--- config.mk ---
export PLATFORM = sky130hd
export DESIGN_NAME = wb_arbiter_flat
export DESIGN_NICKNAME = d
export VERILOG_FILES = /design/src/source/lease_cache_pkg.sv /design/src/source/wb_if.sv /design/src/source/wb_arbiter.sv /design/src/flat_wrapper.sv
export SDC_FILE = /design/constraint.sdc
export NUM_CORES = 1
export LEC_CHECK = 0
export ABC_AREA = 1
export BUFFER_PORTS_ARGS = -buffer_cell sky130_fd_sc_hd__buf_2
export CELL_PAD_IN_SITES_DETAIL_PLACEMENT = 1
export CELL_PAD_IN_SITES_GLOBAL_PLACEMENT = 2
export CORE_MARGIN = 2
export CORE_UTILIZATION = 10
export DETAILED_ROUTE_END_ITERATION = 6
export GPL_TIMING_DRIVEN = 0
export HOLD_SLACK_MARGIN = 0.02
export PLACE_DENSITY = 0.95
export REMOVE_ABC_BUFFERS = 1
export SYNTH_ARGS = -nofsm -noshare
export SYNTH_HDL_FRONTEND = slang
export SYNTH_SLANG_ARGS = --single-unit
--- constraint.sdc ---
create_clock -name clock_i -period 2 [get_ports clock_i]
set_input_delay 0.1 -clock clock_i [delete_from_list [all_inputs] [get_ports clock_i]]
set_output_delay 0.1 -clock clock_i [all_outputs]
set_load 0.05 [all_outputs]
--- src/source/lease_cache_pkg.sv ---
package lease_cache_pkg;

	// ------------------------------------------------------------------
	// widths
	// ------------------------------------------------------------------
	localparam int WORD_ADDR_W = 16;                      // word address
	localparam int DATA_W      = 32;
	localparam int BLOCK_W     = 2;                       // 4 words per block
	localparam int WAYS        = 4;
	localparam int WAY_W       = $clog2(WAYS);
	localparam int LEASE_W     = 8;

	// widest set index and tag, for two sets
	localparam int IDX_MAX_W = WORD_ADDR_W - BLOCK_W - 1;
	localparam int TAG_MAX_W = WORD_ADDR_W - BLOCK_W - 1;

	function automatic int set_idx_bits(input int sets);
		return $clog2(sets);
	endfunction

	// controller -> tag store
	typedef struct packed {
		logic                 lookup;     // lookup cycle, qualifies update and set_dirty
		logic [IDX_MAX_W-1:0] set_idx;    // zero extended
		logic [TAG_MAX_W-1:0] tag;        // zero extended
		logic [LEASE_W-1:0]   lease;
		logic                 update;     // renew lease of hit way
		logic                 fill;       // install tag into way
		logic [WAY_W-1:0]     way;
		logic                 set_dirty;  // hit write
		logic                 clr_dirty;  // writeback done
	} tag_req_t;

	// tag store -> controller
	typedef struct packed {
		logic                 hit;
		logic [WAY_W-1:0]     hit_way;
		logic [WAY_W-1:0]     victim_way;
		logic                 victim_valid;
		logic                 victim_dirty;
		logic [TAG_MAX_W-1:0] victim_tag;
		logic                 victim_expired;  // valid with lease run out
	} tag_rsp_t;

	typedef enum logic [1:0] {
		PERF_HIT     = 2'd0,
		PERF_MISS    = 2'd1,
		PERF_WB      = 2'd2,
		PERF_EXPIRED = 2'd3
	} perf_sel_e;

endpackage

--- src/source/wb_if.sv ---
`timescale 1ns/1ns

// wishbone classic, single word transfers
interface wb_if;
	import lease_cache_pkg::*;

	logic                   cyc;
	logic                   stb;
	logic                   we;
	logic [WORD_ADDR_W-1:0] adr;
	logic [DATA_W-1:0]      dat_w;  // master to slave
	logic [DATA_W-1:0]      dat_r;  // slave to master
	logic                   ack;

	modport master (
		output cyc, stb, we, adr, dat_w,
		input  dat_r, ack
	);

	modport slave (
		input  cyc, stb, we, adr, dat_w,
		output dat_r, ack
	);

endinterface
--- src/source/wb_arbiter.sv ---
`timescale 1ns/1ns

// round robin, two wishbone masters onto one memory port
module wb_arbiter (
	input  logic                                   clock_i,
	input  logic                                   reset_i,
	wb_if.slave                                    m0,
	wb_if.slave                                    m1,
	output logic                                   mem_cyc_o,
	output logic                                   mem_stb_o,
	output logic                                   mem_we_o,
	output logic [lease_cache_pkg::WORD_ADDR_W-1:0] mem_adr_o,
	output logic [lease_cache_pkg::DATA_W-1:0]      mem_dat_o,
	input  logic [lease_cache_pkg::DATA_W-1:0]      mem_dat_i,
	input  logic                                   mem_ack_i
);

	logic busy_q;   // bus granted
	logic sel_q;    // granted master
	logic last_q;   // master served last
	logic gnt_cyc;

	assign gnt_cyc = sel_q ? m1.cyc : m0.cyc;

	// grant
	// ------------------------------------------------------------------
	always_ff @(posedge clock_i) begin
		if (reset_i) begin
			busy_q <= 1'b0;
			sel_q  <= 1'b0;
			last_q <= 1'b1;                          // m0 first on a tie
		end else if (!busy_q) begin
			if (m0.cyc && (!m1.cyc || last_q)) begin
				busy_q <= 1'b1;
				sel_q  <= 1'b0;
			end else if (m1.cyc) begin
				busy_q <= 1'b1;
				sel_q  <= 1'b1;
			end
		end else if (!gnt_cyc) begin
			busy_q <= 1'b0;                          // owner let go
			last_q <= sel_q;
		end
	end

	// memory side
	// ------------------------------------------------------------------
	assign mem_cyc_o = busy_q && gnt_cyc;
	assign mem_stb_o = busy_q && (sel_q ? m1.stb : m0.stb);
	assign mem_we_o  = busy_q && (sel_q ? m1.we : m0.we);
	assign mem_adr_o = sel_q ? m1.adr : m0.adr;
	assign mem_dat_o = sel_q ? m1.dat_w : m0.dat_w;

	// ack and read data to the owner only
	assign m0.ack   = busy_q && !sel_q && mem_ack_i;
	assign m1.ack   = busy_q && sel_q && mem_ack_i;
	assign m0.dat_r = (busy_q && !sel_q) ? mem_dat_i : '0;
	assign m1.dat_r = (busy_q && sel_q) ? mem_dat_i : '0;

endmodule

--- src/flat_wrapper.sv ---
// flat-port wrapper written by rule: the top's interface ports become plain ports
module wb_arbiter_flat 
  (clock_i, reset_i, mem_cyc_o, mem_stb_o, mem_we_o, mem_adr_o, mem_dat_o, mem_dat_i, mem_ack_i, m0_cyc, m0_stb, m0_we, m0_adr, m0_dat_w, m0_dat_r, m0_ack, m1_cyc, m1_stb, m1_we, m1_adr, m1_dat_w, m1_dat_r, m1_ack);
  wb_if m0_i ();
  wb_if m1_i ();
  input  logic clock_i;
  input  logic reset_i;
  output logic mem_cyc_o;
  output logic mem_stb_o;
  output logic mem_we_o;
  output logic [lease_cache_pkg::WORD_ADDR_W-1:0] mem_adr_o;
  output logic [lease_cache_pkg::DATA_W-1:0] mem_dat_o;
  input  logic [lease_cache_pkg::DATA_W-1:0] mem_dat_i;
  input  logic mem_ack_i;
  input wire logic [$bits(m0_i.cyc)-1:0] m0_cyc;
  input wire logic [$bits(m0_i.stb)-1:0] m0_stb;
  input wire logic [$bits(m0_i.we)-1:0] m0_we;
  input wire logic [$bits(m0_i.adr)-1:0] m0_adr;
  input wire logic [$bits(m0_i.dat_w)-1:0] m0_dat_w;
  output wire logic [$bits(m0_i.dat_r)-1:0] m0_dat_r;
  output wire logic [$bits(m0_i.ack)-1:0] m0_ack;
  input wire logic [$bits(m1_i.cyc)-1:0] m1_cyc;
  input wire logic [$bits(m1_i.stb)-1:0] m1_stb;
  input wire logic [$bits(m1_i.we)-1:0] m1_we;
  input wire logic [$bits(m1_i.adr)-1:0] m1_adr;
  input wire logic [$bits(m1_i.dat_w)-1:0] m1_dat_w;
  output wire logic [$bits(m1_i.dat_r)-1:0] m1_dat_r;
  output wire logic [$bits(m1_i.ack)-1:0] m1_ack;
  assign m0_i.cyc = m0_cyc;
  assign m0_i.stb = m0_stb;
  assign m0_i.we = m0_we;
  assign m0_i.adr = m0_adr;
  assign m0_i.dat_w = m0_dat_w;
  assign m0_dat_r = m0_i.dat_r;
  assign m0_ack = m0_i.ack;
  assign m1_i.cyc = m1_cyc;
  assign m1_i.stb = m1_stb;
  assign m1_i.we = m1_we;
  assign m1_i.adr = m1_adr;
  assign m1_i.dat_w = m1_dat_w;
  assign m1_dat_r = m1_i.dat_r;
  assign m1_ack = m1_i.ack;
  wb_arbiter u_core (.clock_i(clock_i), .reset_i(reset_i), .m0(m0_i), .m1(m1_i), .mem_cyc_o(mem_cyc_o), .mem_stb_o(mem_stb_o), .mem_we_o(mem_we_o), .mem_adr_o(mem_adr_o), .mem_dat_o(mem_dat_o), .mem_dat_i(mem_dat_i), .mem_ack_i(mem_ack_i));
endmodule
; Yosys cells after proc, flatten, opt, wreduce, memory -nomap -nowiden
; Index checks and enable logic that the tools add are counted.
[classes]
muxes = 13
n_bitwise = 2
n_reduce_logical = 14
[op_table]
columns = op, n
row1 = $mux 32, 3
row2 = $mux 16, 1
row3 = $mux 1, 9
row4 = $logic_and 1x1->1, 8
row5 = $reduce_and 2->1, 2
row6 = $logic_not 1->1, 2
row7 = $not 1->1, 2
row8 = $reduce_bool 2->1, 1
row9 = $logic_or 1x1->1, 1
[totals]
regBits = 3
in_bits = 137
out_inout_bits = 117
elab_cells = 32

; Logic depth before layout (Yosys ltp)
; Gate-level depths: netlist of the first run.
[logic_depth]
ltp_word = 5
ltp_mapped = 6
mapped_depth_nobuf = 5

; Least setup slack after synthesis of the first run
; No wires, ideal clock.
[synth_path]
kind = flip-flop to output port
from = reg u_core.sel_q
to = out mem_stb_o
t_arrival_ns = 1.479
t_required_ns = 1.900
setup_slack_ns = 0.421
path_stages_with_launch = 5
path_buffers = 2
path_cell_list = dfxtp_1 > buf_4 > buf_2 > nand2_1 > a21oi_1
[synth_between]
elab_chain_len = 2
[synth_lines]
columns = element, line
row1 = "start, declared", wb_arbiter.sv:19  ; logic sel_q;
row2 = "start signal, assigned", wb_arbiter.sv:30  ; sel_q <= 1'b0;
row3 = "start signal, assigned", wb_arbiter.sv:35  ; sel_q <= 1'b0;
row4 = "start signal, assigned", wb_arbiter.sv:38  ; sel_q <= 1'b1;
row5 = $mux 1, wb_arbiter.sv:49  ; assign mem_stb_o = busy_q && (sel_q ? m1.stb : m0.stb);
row6 = $logic_and 1x1->1, wb_arbiter.sv:49
row7 = "end, declared", flat_wrapper.sv:9  ; output logic mem_stb_o;
; Every way passes these cells.

; Final worst setup path of the first run
[layout_path]
from = reg u_core.busy_q
to = out m1_dat_r[9]
[layout_between]
elab_chain_len = 2
[layout_lines]
columns = element, line
row1 = "start, declared", wb_arbiter.sv:18  ; logic busy_q;
row2 = "start signal, assigned", wb_arbiter.sv:29  ; busy_q <= 1'b0;
row3 = "start signal, assigned", wb_arbiter.sv:34  ; busy_q <= 1'b1;
row4 = "start signal, assigned", wb_arbiter.sv:37  ; busy_q <= 1'b1;
row5 = $logic_and 1x1->1, wb_arbiter.sv:58  ; assign m1.dat_r = (busy_q && sel_q) ? mem_dat_i : '0;
row6 = $mux 32, wb_arbiter.sv:58
row7 = "end, declared", flat_wrapper.sv:27  ; output wire logic [$bits(m1_i.dat_r)-1:0] m1_dat_r;
; Every way passes these cells.

==> out/results.txt, run 1 <==
CTS H-tree lvls - 1
Post-synthesis sequential area ratio - 0.0482
Worst Setup End Kind - primary output
Max-cap viol count - 0
Clk buf depth - 2
Initial antenna violation count - 1
Total die area - 13400 um2
FMAX - 598 MHz
Routed wire per std cell - 10.7 um
Internal power component - 592 uW
Hold crit path type - input port to flip-flop
Largest net degree at the start of global routing - 53
Area grow syn2layout - 118%
Commonest non-fill, non-tap cell in the layout - buf_2
Max-Slew Margin vs Limit - 0.744
# hold bufs at CTS - 0
Row count - 40
Setup TNS - 0 ns
Sw Ratio - 0.594
Layout cell share with drive strength beyond 1 - 0.506
WS Path Type - flip-flop to primary output
Starting Density - 0.103
Clock Skews - 0.000751 ns
Placed cells - 694
Seq cells post-synth - 3
Seq pwr share - 0.055
Commonest non-fill, non-tap cells in the layout - buf_2 (253), nand2_1 (154), nor2_1 (62), inv_1 (35)
Power Density - 538 nW/um2
Critical path launch point type - flip-flop
Clock Latency Late Sink - 0.22 ns
Die width - 116 um
Crit share post-route - 0.836
GRT Total Usage - 0.0995
Hold Vio Cnt, Final - 0
Worst-margin pin slew - 0.383 ns
Clock power frac - 0.215
Crit-path max FO - 33
Cells after Synth - 289
Status - finished, final reports clean
First-pass GRT wire length - 11000 um
DR iter-0 viols - 38
Utilization after layout - 0.224
Routed Antenna Nets - 0
Via count - 2533
Total CTS buffers - 3
Worst vdd ir - 0.000208 V
HPWL after DPL - 6400 um
Final nets - 668
Fin. max-slew vios - 0
Sinks on Clock Net - 3
TritonRoute pass-1 iters - 2
DRC errors left - 0
Die Y - 116 um
Leakage - 1.97 nW
I/O pin count - 254
Post-synthesis cell type count - 16
Synthesis warning total - 0
Sw Pwr - 868 uW
Core outline area - 12100 um2
PortBufs - 253
Vias in the first global route - 2366
Area of the mapped netlist - 1250 um2
Routed WL - 7470 um
Gr ovfl total - 0
Drt via density - 3.63
CTS tree - done
Combinational share of power - 0.730
Routability congestion estimate - 0.738
Diode count - 0
Worst-path clk slew - 0.03 ns
Minimum clock period - 1.67 ns
Syn avg cell area - 4.31 um2
RSZ-0062 raised after global routing - no
Clock root buffer - clkbuf_16
Hold Slack - 0.0567 ns
Req. time, crit path - 1.90 ns
Post-Layout Cell Count - 698
CP arrival - 1.57 ns
Final Setup Violations - 0
-- stage by stage --
step / setup slack (ns) / instance area [um2] / total power, mW
after floorplan: -0.451 / 1120 / 0.819
after global placement: -1.53 / 2590 / 1.15
after detailed placement: 0.0484 / 2620 / 1.15
after CTS: 0.0602 / 2700 / 1.48
after global routing: 0.210 / 2720 / 1.55
final: 0.328 / 2720 / 1.46
-- critical path, stage by stage (launching register included) --
cell and delay, ns:
dfxtp_1 0.54, nand2_4 0.28, nor2_1 0.22, buf_2 0.29
-- power by group through the flow --
stage                     sequential [mW]  clock [mW]  combinational, mW
final                              0.0808       0.313               1.07
after global routing               0.0826       0.327               1.14
after CTS                          0.0807       0.318               1.08
after detailed placement           0.0805           0               1.07
after global placement             0.0949           0               1.05
after floorplan                    0.0850           0              0.734
-- state kept, by name, indices dropped and copies added, names as in the netlist --
signal	count
u_core.last_q	1
u_core.sel_q	1
u_core.busy_q	1
-- area by class of cell --
type,count,area (um2)
clock buffers,4,78.8
repair buffers,254,1290
multi-input cells,232,926
flip-flops and latches,3,63.8
inverters,37,151
fillers,1717,9400
well taps,168,210
-- worst paths after layout --
check                start             to  slack (ns)  cells after the start
max          u_core.busy_q    m1_dat_r[9]        0.33                      3
min                reset_i   u_core.sel_q        0.06                      2
max reg2reg   u_core.sel_q  u_core.last_q        0.71                      5
min reg2reg  u_core.last_q  u_core.last_q        0.50                      2
-- cells in the mapped netlist (all sizes together) --
cell type	instances	area (um2)
a21oi	4	23.8
buf	17	128
dfxtp	3	60.1
inv	37	141
nand2	156	601
nand3	4	20.0
nand4	1	6.26
nor2	66	258
o21ai	1	8.76
-- what timing repair did --
action	in CTS	in global routing
resized for setup	2	3
setup endpoints to repair	33	1
cloned	0	0
endpoints found under the hold margin	0	0
buffers inserted	0	0
-- layer usage --
metal,share of wire,track usage,up-vias,wire (um)
met5,0,0,-,0
met1,0.39,0.109,1091,2900
met2,0.50,0.195,130,3740
li1,-,-,1308,-
met3,0.11,0.0256,4,785
met4,0.0051,0.0159,0,38
-- kinds of logic (layout without fill, tap and decap cells) --
logic type / Yosys count / count (layout) / share of synthesized area
flops: 3 / 3 / 0.0482
simple gates: 227 / 227 / 0.710
compound gates: 5 / 5 / 0.0261
buf+inv: 54 / 295 / 0.216
No activity file was read; power rests on OpenSTA's default activity.
==> run 2: changes to the inputs <==
Clock period 2 ns to 1.6 ns, I/O delays scaled along.
==> out/results.txt, run 2 (same netlist as run 1, synthesis figures left out) <==
Status - finished, final reports clean
Clock root buffer - clkbuf_16
Combinational share of power - 0.733 (+0.003)
Die width - 116 um (unchanged)
CP arrival - 1.41 ns (-0.16 ns)
Routed Antenna Nets - 0 (unchanged)
DR iter-0 viols - 44 (+16%)
GRT Total Usage - 0.100 (+0.000436)
Sw Ratio - 0.592 (-0.00273)
Top flop regs - u_core.busy_q x1, u_core.last_q x1, u_core.sel_q x1
Crit-path max FO - 52 (+58%)
First-pass GRT wire length - 11100 um (+0.50%)
Register Area - 65.1 um2 (+2.0%)
Initial antenna violation count - 1 (unchanged)
Placed cells - 694 (unchanged)
Crit path largest cell delay - 0.40 ns (-0.14 ns)
Clk buf depth - 2 (unchanged)
DRC errors left - 0 (unchanged)
PortBufs - 253 (unchanged)
Gr ovfl total - 0 (unchanged)
Starting Density - 0.103 (unchanged)
Fillers - 1712 (-0.29%)
Slowest CP cell - dfxtp_4
Sinks on Clock Net - 3 (unchanged)
FMAX - 672 MHz
Hold crit path type - input port to flip-flop
Core outline area - 12100 um2 (unchanged)
Setup slack at placement - -0.332 ns (-0.380 ns)
Met1 usage - 0.108 (-0.000315)
Commonest non-fill, non-tap cell in the layout - buf_2
Sw Pwr - 1.09 mW (+26%)
Diode count - 0 (unchanged)
Max-Slew Margin vs Limit - 0.823 (+0.0785)
Worst Setup End Kind - primary output
Clock Latency Late Sink - 0.22 ns (about the same)
Hold Slack - 0.0388 ns (-0.0178 ns)
Via count - 2538 (+0.20%)
Internal power component - 754 uW (+27%)
Final Setup Violations - 0 (unchanged)
Area grow syn2layout - 122%
Power Total - 1.85 mW (+26%)
Req. time, crit path - 1.52 ns (-0.38 ns)
Minimum clock period - 1.49 ns
Vias in the first global route - 2370 (+0.17%)
Commonest non-fill, non-tap cells in the layout - buf_2 (246), nand2_1 (154), nor2_1 (61), inv_1 (35)
Crit share post-route - 0.930
Gr busiest metal - met2
Row count - 40 (unchanged)
GR Util met3 - 0.0251 (-0.000523)
Hold Vio Cnt, Final - 0 (unchanged)
Routed WL - 7510 um (+0.54%)
Power Density - 667 nW/um2 (+24%)
Fin. max-slew vios - 0 (unchanged)
CTS H-tree lvls - 1 (unchanged)
Routed wire per std cell - 10.7 um (+0.25%)
Critical path launch point type - flip-flop
Total die area - 13400 um2 (unchanged)
Drt via density - 3.63 (about the same)
HPWL after DPL - 6400 um (unchanged)
Multi-input gate area - 941 um2 (+1.6%)
Largest net degree at the start of global routing - 53 (unchanged)
WS Path Type - flip-flop to primary output
Clock power frac - 0.212 (-0.003)
Worst-path clk slew - 0.03 ns (about the same)
Layout cell share with drive strength beyond 1 - 0.513 (+0.00750)
Utilization after layout - 0.229 (+0.00434)
Final nets - 670 (+0.30%)
Final worst setup slack - 0.112 ns (-0.216 ns)
Post-Layout Cell Count - 700 (+0.29%)
TritonRoute pass-1 iters - 3 (+1)
Worst-margin pin slew - 0.268 ns (-0.115 ns)
Max-cap viol count - 0 (unchanged)
Leakage - 1.97 nW (+0.28%)
Worst-path cell chain - inv_16 > nand2_8 > nor2_1 > buf_2
RSZ-0062 raised after global routing - no
I/O pin count - 254 (unchanged)
Die Y - 116 um (unchanged)
CTS tree - done
Seq pwr share - 0.055 (about the same)
Routability congestion estimate - 0.738 (unchanged)
Clock Skews - 0.000613 ns (-0.000138 ns)
Total CTS buffers - 3 (unchanged)
Worst vdd ir - 0.000260 V (+25%)
Global-route met2 utilization - 0.197 (+0.00234)
==> run 2: cell types whose count changed in the layout (fill, tap and decap cells not counted) <==
cell | previous run | this run
buf_4 | 0 | 4
nor2_1 | 62 | 61
dfxtp_1 | 2 | 1
a21oi_2 | 1 | 2
a21oi_1 | 3 | 2
nand2_4 | 1 | 0
nand2_8 | 1 | 2
clkbuf_4 | 0 | 5
dfxtp_2 | 0 | 1
nor2_2 | 4 | 5
clkinv_8 | 1 | 0
inv_16 | 0 | 1
buf_2 | 253 | 246
==> run 2: cell type report <==
cell class / instances / share of cell area
clock buffer: 4 / 0.0285
inverter: 37 / 0.0560
tap: 168 / 0.0759
multi-input combinational: 232 / 0.340
timing repair buffer: 256 / 0.476
sequential: 3 / 0.0235
==> run 2: path summary, 6_finish.rpt <==
path	from	end	slack (ns)	cells past startpoint
worst max-delay path	u_core.sel_q	m0_dat_r[25]	0.11	4
worst min-delay path	reset_i	u_core.sel_q	0.04	2
worst max register to register	u_core.sel_q	u_core.last_q	0.52	5
worst min register to register	u_core.last_q	u_core.last_q	0.49	2
==> run 2: critical path: cells and delay by family, from the launching register on <==
family	cells	cell delay [ns]
buffers and inverters	2	0.44
DFF	1	0.40
and+or+nand+nor	2	0.31
==> run 2: per-layer routing <==
layer | vias up | wire length (um)
li1 | 1314 | -
met1 | 1090 | 2920
met2 | 130 | 3790
met3 | 4 | 761
met4 | 0 | 38
met5 | - | 0
==> run 2: power by group through the flow <==
stage	clock, mW	combinational [mW]	sequential [mW]
6_report	0.392	1.35	0.101
2_1_floorplan	0	0.917	0.106
5_1_grt	0.409	1.45	0.103
4_1_cts	0.398	1.36	0.101
3_5_place_dp	0	1.34	0.101
3_3_place_gp	0	1.31	0.119
==> run 2: per-stage QoR <==
step	TNS [ns]	instance area, um2
2_1_floorplan	-76.93	1120
3_3_place_gp	-186.59	2590
3_5_place_dp	-8.14	2620
4_1_cts	0	2750
5_1_grt	0	2770
6_report	0	2770
==> run 2: what timing repair did <==
item	in CTS	in global routing
setup endpoints to repair	117	28
hold buffers	0	0
gates resized for setup	9	8
buffers inserted	2	0
==> run 3: changes to the inputs <==
Settings changed: BUFFER_PORTS_ARGS -buffer_cell sky130_fd_sc_hd__buf_2 to -buffer_cell sky130_fd_sc_hd__buf_4.
==> out/results.txt, run 3 (same netlist as run 1, synthesis figures left out) <==
Status - finished, final reports clean
Hold Path Stages - 4 (+2)
Combinational share of power - 0.758 (+0.025)
Final nets - 670 (unchanged)
Critical path launch point type - flip-flop
RSZ-0062 raised after global routing - no
Clock power frac - 0.194 (-0.018)
Minimum clock period - 1.49 ns (+0.00563 ns)
Layout cell share with drive strength beyond 1 - 0.508 (-0.00564)
Routed Antenna Nets - 0 (unchanged)
Seq pwr share - 0.048 (-0.007)
Core outline area - 12100 um2 (unchanged)
Total die area - 13400 um2 (unchanged)
Max-cap viol count - 0 (unchanged)
Req. time, crit path - 1.52 ns (about the same)
HPWL after DPL - 7190 um (+12%)
Diode count - 0 (unchanged)
Placed cells - 694 (unchanged)
Die width - 116 um (unchanged)
Vias in the first global route - 2496 (+5.3%)
TritonRoute pass-1 iters - 4 (+1)
Setup slack at placement - -0.239 ns (+0.0925 ns)
Crit-path max FO - 43 (-17%)
Clock Skews - 0.000743 ns (+0.000130 ns)
Commonest non-fill, non-tap cell in the layout - buf_4
Clock root buffer - clkbuf_16
Final worst setup slack - 0.107 ns (-0.00563 ns)
First-pass GRT wire length - 12000 um (+8.2%)
Fillers - 1631 (-4.7%)
Worst reg-to-reg setup slack - 0.55 ns (+0.03 ns)
Drt via density - 3.70 (+2.1%)
Internal power component - 950 uW (+26%)
Crit path from - u_core.sel_q
Hold Vio Cnt, Final - 0 (unchanged)
Leakage - 2.14 nW (+8.6%)
Reg-to-reg startpoint - u_core.sel_q
Reg2Reg Depth - 5 (unchanged)
Clock Latency Late Sink - 0.22 ns (about the same)
Reg-to-reg endpoint - u_core.last_q
Worst-path clk slew - 0.03 ns (about the same)
Routed wire per std cell - 11.9 um (+11%)
Max-Slew Margin vs Limit - 0.757 (-0.0658)
Power Density - 613 nW/um2 (-8.1%)
Commonest non-fill, non-tap cells in the layout - buf_4 (254), nand2_1 (154), nor2_1 (62), inv_1 (35)
CTS H-tree lvls - 1 (unchanged)
Sinks on Clock Net - 3 (unchanged)
Utilization after layout - 0.278 (+0.0498)
Worst vdd ir - 0.000251 V (-3.5%)
Final Setup Violations - 0 (unchanged)
Final instance area - 3370 um2 (+22%)
GRT Total Usage - 0.111 (+0.0108)
FMAX - 670 MHz (-0.38%)
Setup TNS - 0 ns (unchanged)
I/O pin count - 254 (unchanged)
DRC errors left - 0 (unchanged)
Worst Setup End Kind - primary output
Register Area - 65.1 um2 (unchanged)
Hold crit path type - input port to flip-flop
Initial antenna violation count - 0 (-1)
Worst-margin pin slew - 0.364 ns (+0.0966 ns)
Routability congestion estimate - 0.800 (+8.3%)
Top flop regs - u_core.busy_q x1, u_core.last_q x1, u_core.sel_q x1
Starting Density - 0.103 (unchanged)
End of the critical path - mem_stb_o
CP arrival - 1.41 ns (about the same)
Routed WL - 8330 um (+11%)
DR iter-0 viols - 51 (+16%)
Die Y - 116 um (unchanged)
Gr ovfl total - 0 (unchanged)
Largest net degree at the start of global routing - 53 (unchanged)
Sw Ratio - 0.540 (-0.0513)
Crit share post-route - 0.933 (+0.00352)
Multi-input gate area - 926 um2 (-1.6%)
Area grow syn2layout - 171%
WS Path Type - flip-flop to primary output
CTS tree - done
Total CTS buffers - 3 (unchanged)
Row count - 40 (unchanged)
Sw Pwr - 1.12 mW (+2.2%)
Fin. max-slew vios - 0 (unchanged)
Placed inst area - 3250 um2 (+24%)
Clk buf depth - 2 (unchanged)
Via count - 2591 (+2.1%)
PortBufs - 253 (unchanged)
Post-Layout Cell Count - 700 (unchanged)
-- run 3: changes by cell type in the layout (fill, tap and decap cells not counted) --
cell,previous run,this run
dlygate4sd3_1,0,1
nor2_1,61,62
a21oi_2,2,1
buf_4,4,254
buf_2,246,0
clkbuf_4,5,0
nand2_4,0,1
nand2_8,2,1
nor2_2,5,4
a21oi_1,2,3
-- run 3: timing repair --
action,CTS,global route
setup endpoints to repair,109,32
setup buffers,0,1
resized for setup,6,1
cloned,0,0
hold endpoints to repair,1,0
hold buffers,1,0
-- run 3: worst min path at each step --
stage                 start            to  slack (ns)
CTS                  m1_cyc  u_core.sel_q        0.16
global route         m1_cyc  u_core.sel_q        0.20
floorplan           reset_i  u_core.sel_q        0.14
global placement    reset_i  u_core.sel_q        0.25
detailed placement  reset_i  u_core.sel_q        0.24
finish               m1_cyc  u_core.sel_q        0.16
-- run 3: per-stage QoR --
step | total power, mW | hold slack [ns]
4_1_cts | 2.09 | 0.163
3_5_place_dp | 1.67 | 0.243
5_1_grt | 2.17 | 0.195
6_report | 2.07 | 0.161
2_1_floorplan | 1.02 | 0.142
3_3_place_gp | 1.64 | 0.247
-- run 3: metal layers --
metal	track usage	wire, um	vias to the layer above
met5	0	0	-
met4	0.0143	25	0
met3	0.0251	786	2
met2	0.227	4510	126
met1	0.116	3010	1152
li1	-	-	1311
-- run 3: area by class of cell --
| type | count | area share |
|---|---|---|
| Sequential cell | 3 | 0.0193 |
| Multi-Input combinational cell | 232 | 0.275 |
| Inverter | 37 | 0.0460 |
| Clock buffer | 4 | 0.0234 |
| Timing Repair Buffer | 256 | 0.574 |
| Tap cell | 168 | 0.0623 |
-- run 3: power groups by stage --
stage / Sequential (mW) / Clock, mW / Combinational [mW]
global placement: 0.117 / 0 / 1.52
floorplan: 0.106 / 0 / 0.917
global route: 0.101 / 0.414 / 1.66
CTS: 0.103 / 0.410 / 1.58
detailed placement: 0.100 / 0 / 1.57
finish: 0.0990 / 0.402 / 1.57
-- run 3: worst max-delay path, stage by stage (launching register included) --
cell and delay (ns):
dfxtp_4 0.46, buf_12 0.23, nand2_1 0.08, a21oi_1 0.17, buf_4 0.22
